<file path="src/test_pkg.sv">
/* shared constants and types for the link test source and checker.
   the lane is fixed at 32 bits and the link delay is fixed at build time. */

package test_pkg;

    // lane width in bits.
    localparam int data_width = 32;

    // one data word on the lane.
    typedef logic [data_width-1:0] word_t;

    // packet length, pause length and counters.
    typedef logic [15:0] len_t;

    // scrambler seed, loaded on every sequence restart.
    localparam logic [15:0] scr_init = 16'h55aa;

    // x^16 + x^15 + x^13 + x^4 + 1, the x^16 term is implied.
    localparam logic [15:0] scr_poly = 16'ha011;

    // clock cycles through the link model.
    localparam int link_delay = 3;

    // smallest legal packet length.
    localparam int min_pkt_size = 2;

endpackage
</file>
<file path="src/sata_scrambler.sv">
/* parallel 16-bit LFSR scrambler, one word per enabled cycle.
   restart wins over en and loads the seed for the next cycle. */

`timescale 1ns/1ps

module sata_scrambler (
    input  logic          clk,
    input  logic          reset,
    input  logic          restart,
    input  logic          en,
    output test_pkg::word_t result
);

    import test_pkg::*;

    logic [15:0] state;
    logic [15:0] state_next;
    word_t       bits;

    // unroll the serial LFSR over one lane word.
    always_comb begin
        logic [15:0] s;
        s = state;
        for (int i = 0; i < data_width; i++) begin
            bits[i] = s[15];
            s = {s[14:0], 1'b0} ^ (s[15] ? scr_poly : 16'h0000);
        end
        state_next = s;
    end

    always_ff @(posedge clk) begin
        if (reset) begin
            state <= scr_init;
        end else if (restart) begin
            state <= scr_init;
        end else if (en) begin
            state <= state_next; // step by a whole word.
        end
    end

    assign result = bits; // word for the current state.

endmodule

</file>
<file path="config.mk">
export PLATFORM = sky130hd
export DESIGN_NAME = sata_scrambler
export DESIGN_NICKNAME = d
export VERILOG_FILES = /design/src/test_pkg.sv /design/src/sata_scrambler.sv
export SDC_FILE = /design/constraint.sdc
export NUM_CORES = 1
export LEC_CHECK = 0
export ABC_AREA = 0
export BUFFER_PORTS_ARGS = -buffer_cell sky130_fd_sc_hd__buf_4
export CAP_MARGIN = 5
export CORE_MARGIN = 2
export CORE_UTILIZATION = 61
export DETAILED_ROUTE_END_ITERATION = 16
export PLACE_DENSITY_LB_ADDON = 0.3
export SYNTH_ARGS = -nofsm -noshare
export SYNTH_HDL_FRONTEND = slang
export SYNTH_SLANG_ARGS = --single-unit
</file>
<file path="constraint.sdc">
create_clock -name clk -period 6.76 [get_ports clk]
set_input_delay 1.69 -clock clk [delete_from_list [all_inputs] [get_ports clk]]
set_output_delay 1.69 -clock clk [all_outputs]
set_load 0.02 [all_outputs]
</file>
Word level (Yosys, flattened, before mapping). Index checks and enable logic that the tools add are counted.

Mux-type cells: 32. Bitwise logic cells: 32. Reduce and logical (&&, ||, !) cells: 1.

Operators with widths (number): 16-bit 2-to-1 mux (32); 16-bit XOR (32); 2-bit OR reduction (1).

Register bits after elaboration: 16. Input port bits: 4.

Depth between registers and ports, before layout.
Word-level depth: 64. Depth in mapped cells: 9. Gate-level depth less buffers: 8.

Worst setup path after synthesis. OpenSTA, ideal clock, no wires.

Kind: register -> output. From: register state[15]. To: output result[29]. Arrival: 3414 ps. Path slack: 1656 ps. Stages on the path, launching flop included: 10. Buffers on the path: 2. Cells stage by stage: dfxtp_1 > buf_4 > xor3_1 > xnor3_1 > xor2_1 > xor2_2 > xnor3_2 > xnor2_2 > xor2_1 > buf_4.

Cells in the longest elaborated chain, start to end: 58.

RTL lines: start, declared (line sata_scrambler.sv:16) `logic [15:0] state;`; start signal, assigned (line sata_scrambler.sv:33) `state <= scr_init;`; start signal, assigned (line sata_scrambler.sv:35) `state <= scr_init;`; start signal, assigned (line sata_scrambler.sv:37) `state <= state_next;`; 16-bit 2-to-1 mux (*) (line sata_scrambler.sv:26) `s = {s[14:0], 1'b0} ^ (s[15] ? scr_poly : 16'h0000);`; 16-bit XOR (*) (line sata_scrambler.sv:26); 16-bit 2-to-1 mux (line sata_scrambler.sv:26); 16-bit XOR (*) (line sata_scrambler.sv:26); 16-bit 2-to-1 mux (line sata_scrambler.sv:26); 16-bit XOR (*) (line sata_scrambler.sv:26); 16-bit 2-to-1 mux (line sata_scrambler.sv:26); 16-bit XOR (*) (line sata_scrambler.sv:26); (+18 left out); named net result[13] (line sata_scrambler.sv:11) `output test_pkg::word_t result`; (+6 left out); named net result[16] (line sata_scrambler.sv:11); (+18 left out); 16-bit 2-to-1 mux (line sata_scrambler.sv:26); 16-bit XOR (*) (line sata_scrambler.sv:26); 16-bit 2-to-1 mux (line sata_scrambler.sv:26); 16-bit XOR (*) (line sata_scrambler.sv:26); 16-bit 2-to-1 mux (line sata_scrambler.sv:26); 16-bit XOR (*) (line sata_scrambler.sv:26); 16-bit 2-to-1 mux (line sata_scrambler.sv:26); 16-bit XOR (*) (line sata_scrambler.sv:26); end, declared (line sata_scrambler.sv:11).

The timed path passes the listed nets; every way through them passes the cells marked *.

Worst setup path in the final report.
From: register state[15]. To: output result[29].

Cells in the longest elaborated chain, start to end: 58.

RTL lines (line): 16-bit 2-to-1 mux (*) (sata_scrambler.sv:26); 16-bit XOR (*) (sata_scrambler.sv:26); 16-bit 2-to-1 mux (sata_scrambler.sv:26); 16-bit XOR (*) (sata_scrambler.sv:26); 16-bit 2-to-1 mux (sata_scrambler.sv:26); 16-bit XOR (*) (sata_scrambler.sv:26); 16-bit 2-to-1 mux (sata_scrambler.sv:26); 16-bit XOR (*) (sata_scrambler.sv:26); (+42 left out); 16-bit 2-to-1 mux (sata_scrambler.sv:26); 16-bit XOR (*) (sata_scrambler.sv:26); 16-bit 2-to-1 mux (sata_scrambler.sv:26); 16-bit XOR (*) (sata_scrambler.sv:26); 16-bit 2-to-1 mux (sata_scrambler.sv:26); 16-bit XOR (*) (sata_scrambler.sv:26); 16-bit 2-to-1 mux (sata_scrambler.sv:26); 16-bit XOR (*) (sata_scrambler.sv:26).

Mark *: on every way between the ends. The rest lies on a longest branch, timed or not.

==> flow_metrics.env <==
export IMPL_rows=20
export IMPL_grt_max_degree=18
export IMPL_reg_top3="state x16"
export IMPL_hpwl_um=3860
export IMPL_rr_startpoint="state[13]$_SDFFE_PP0P_"
export IMPL_nFillCells=239
export IMPL_crit_arrival_ns=3.99
export IMPL_fin_crit_sh_pct=84.0
export IMPL_ys_warn_count=0
export IMPL_async_reset_ff_share_pct=0
export IMPL_crit_family="XOR/XNOR gates"
export IMPL_grt_use_total_pct=28.3
export IMPL_critical_path_depth=8
export IMPL_slew_headroom_pct=50.0
export IMPL_synthCells=189
export IMPL_path_class="reg -> out"
export IMPL_hold_ws_ns=0.534
export IMPL_drtIter0Drc=59
export IMPL_mostFrequentLayoutCell="xnor2_1"
export IMPL_cts_buffer_depth=2
export IMPL_status="finished clean"
export IMPL_ctsHoldBuffers=0
export IMPL_dr_pass1_iters=4
export IMPL_cp_end_kind="primary output"
export IMPL_place_inst=253
export IMPL_crit_chain="xnor3_2 > xnor3_2 > xnor3_2 > xnor3_2 > xnor3_2 > xnor2_2 > xor2_1 > buf_4"
export IMPL_synthesis_area_mm2=0.00203
export IMPL_ys_top_cells_by_area="xnor2_1 20%, dfxtp_1 16%, xor2_1 16%"
export IMPL_final_min_clock_period_ns=5.68
export IMPL_gr_total_overflow=0
export IMPL_die_h_um=61.7
export IMPL_tightest_slew_ns=0.745
export IMPL_worstHoldStart="state[5]$_SDFFE_PP1P_"
export IMPL_layout_drive_gt1_share_pct=26.3
export IMPL_skew_ns=0.00262
export IMPL_cp_slowest_cell="dfxtp_1"
export IMPL_post_route_drc_count=0
export IMPL_syn_mean_instance_area_um2=10.8
export IMPL_postRouteWirelength_um=4810
export IMPL_clock_sinks=16
export IMPL_clkLatencyLatePin_ns=0.31
export IMPL_drv_cap=0
export IMPL_fin_tns_setup_ns=0
export IMPL_whs_path_depth=2
export IMPL_crit_path_start_kind="register"
export IMPL_cts_made_buffers=3
export IMPL_fin_nets=218
export IMPL_antenna_found_initial=0
export IMPL_antenna_cells=0
export IMPL_die_w_um=61.7
export IMPL_ys_seq_area_share_pct=15.8
export IMPL_place_congestion=0.895
export IMPL_grt_pass1_wl_um=7470
export IMPL_portBuffers=35
export IMPL_grt_pass1_vias=1423
export IMPL_fin_cells=257
export IMPL_setup_viol=0
export IMPL_area_delta_synth_final_pct=13.3
export IMPL_synth_seq_cells=16
export IMPL_cts_reportedPaths_clkPinSlew_ns=0.10
export IMPL_r2r_cells=8
export IMPL_coreArea_mm2=0.00310
export IMPL_synth_top_area_cell="xnor2_1"
export IMPL_min_path_type="reg -> reg"
export IMPL_cp_required_ns=5.07
export IMPL_largest_register="state"
export IMPL_cts_setup_buffers=0
export IMPL_dieArea_mm2=0.00381
export IMPL_path_max_fanout=9
export IMPL_top_level_ports=36
export IMPL_cts_resized=0
export IMPL_rsz0062_at_grt="no"
export IMPL_syn_nets=193
export IMPL_num_vias=1386
export IMPL_cpPeakStageDelay_ns=0.59
export IMPL_cts_tree="done"
export IMPL_synth_edf_count=0
export IMPL_crit_top_cell="xnor3_2"
export IMPL_largest_register_ffs=16
export IMPL_cp_startpoint="state[15]$_SDFFE_PP0P_"
export IMPL_initial_utilization_pct=65.5
export IMPL_fmax_ghz=0.176
export IMPL_synth_top_area_share_pct=19.8
export IMPL_clockRootBuffer="clkbuf_4"
export IMPL_most_common_layout_cells="46 x xnor2_1, 36 x xor2_1, 35 x buf_4, 16 x dfxtp_1, 15 x nor2_1"
export IMPL_vias_per_cell=5.39
export IMPL_yosys_most_used_dff="dfxtp_1"
export IMPL_slew_violations=0
export IMPL_critical_path_buf_inv_count=1
export IMPL_hold_viol=0
export IMPL_h_tree_depth=1
export IMPL_routedWlPerCell_um=18.7
export IMPL_ant_nets=0
export IMPL_synth_distinct_cells=33
## synth_stat cells, types with 2 or more instances
cell type,count
nand2_1,6
xnor3_1,7
xnor2_1,46
nand3_1,2
xor3_1,6
buf_1,2
o211ai_1,3
clkbuf_1,3
o21ai_0,4
nor2_1,15
mux2i_1,5
dfxtp_1,16
xnor2_2,3
nor3b_1,2
xnor3_2,6
xor3_2,2
buf_4,6
xor2_1,36
buf_2,4
a211oi_1,2
## layout make-up
class	instances	area, um2	share of cell area [%]
multi-input combinational	157	1630	70.6
tap	44	55.1	2.39
inverter	1	3.75	0.163
clock buffer	4	36.3	1.58
timing repair buffer	35	263	11.4
sequential	16	320	13.9
## tightest hold or removal path, cell delays in order, from the launching register on
cell,delay [ns]
dfxtp_1,0.35
nand2_1,0.07
o211ai_1,0.08
## layer usage
metal | vias to the layer above | part of all wire (%) | track usage [%]
met3 | 10 | 6.4 | 5.80
met1 | 668 | 41 | 37.4
li1 | 663 | - | -
met5 | - | 0 | 0
met4 | 0 | 1.5 | 8.21
met2 | 45 | 51 | 47.1
## final timing paths
check / to / slack (ns)
hold reg to reg: state[5]$_SDFFE_PP1P_ / 0.53
setup reg to reg: state[6]$_SDFFE_PP0P_ / 2.83
setup / recovery: result[29] / 1.08
hold / removal: state[5]$_SDFFE_PP1P_ / 0.53
## logic make-up (layout without fill, tap and decap cells)
| family | count (synthesis) | in the layout | synth area share (%) |
|---|---|---|---|
| xor+xnor | 110 | 110 | 66.8 |
| compound gates | 12 | 12 | 3.88 |
| mux | 5 | 5 | 2.46 |
| flops | 16 | 16 | 15.8 |
| simple gates | 30 | 30 | 6.83 |
| buf+inv | 16 | 40 | 4.31 |
## through the flow
stage / area [um2] / setup WS (ns) / utilization, %
2_1_floorplan: 2030 / 1.66 / -
3_3_place_gp: 2270 / 1.54 / 73.1
3_5_place_dp: 2270 / 1.43 / 73.1
4_1_cts: 2300 / 1.07 / 74.2
5_1_grt: 2300 / 0.912 / 74.2
6_report: 2300 / 1.08 / 74.2
Power is not shown: default switching activity piles up to over one toggle a cycle in this logic, so the estimate is an artifact.
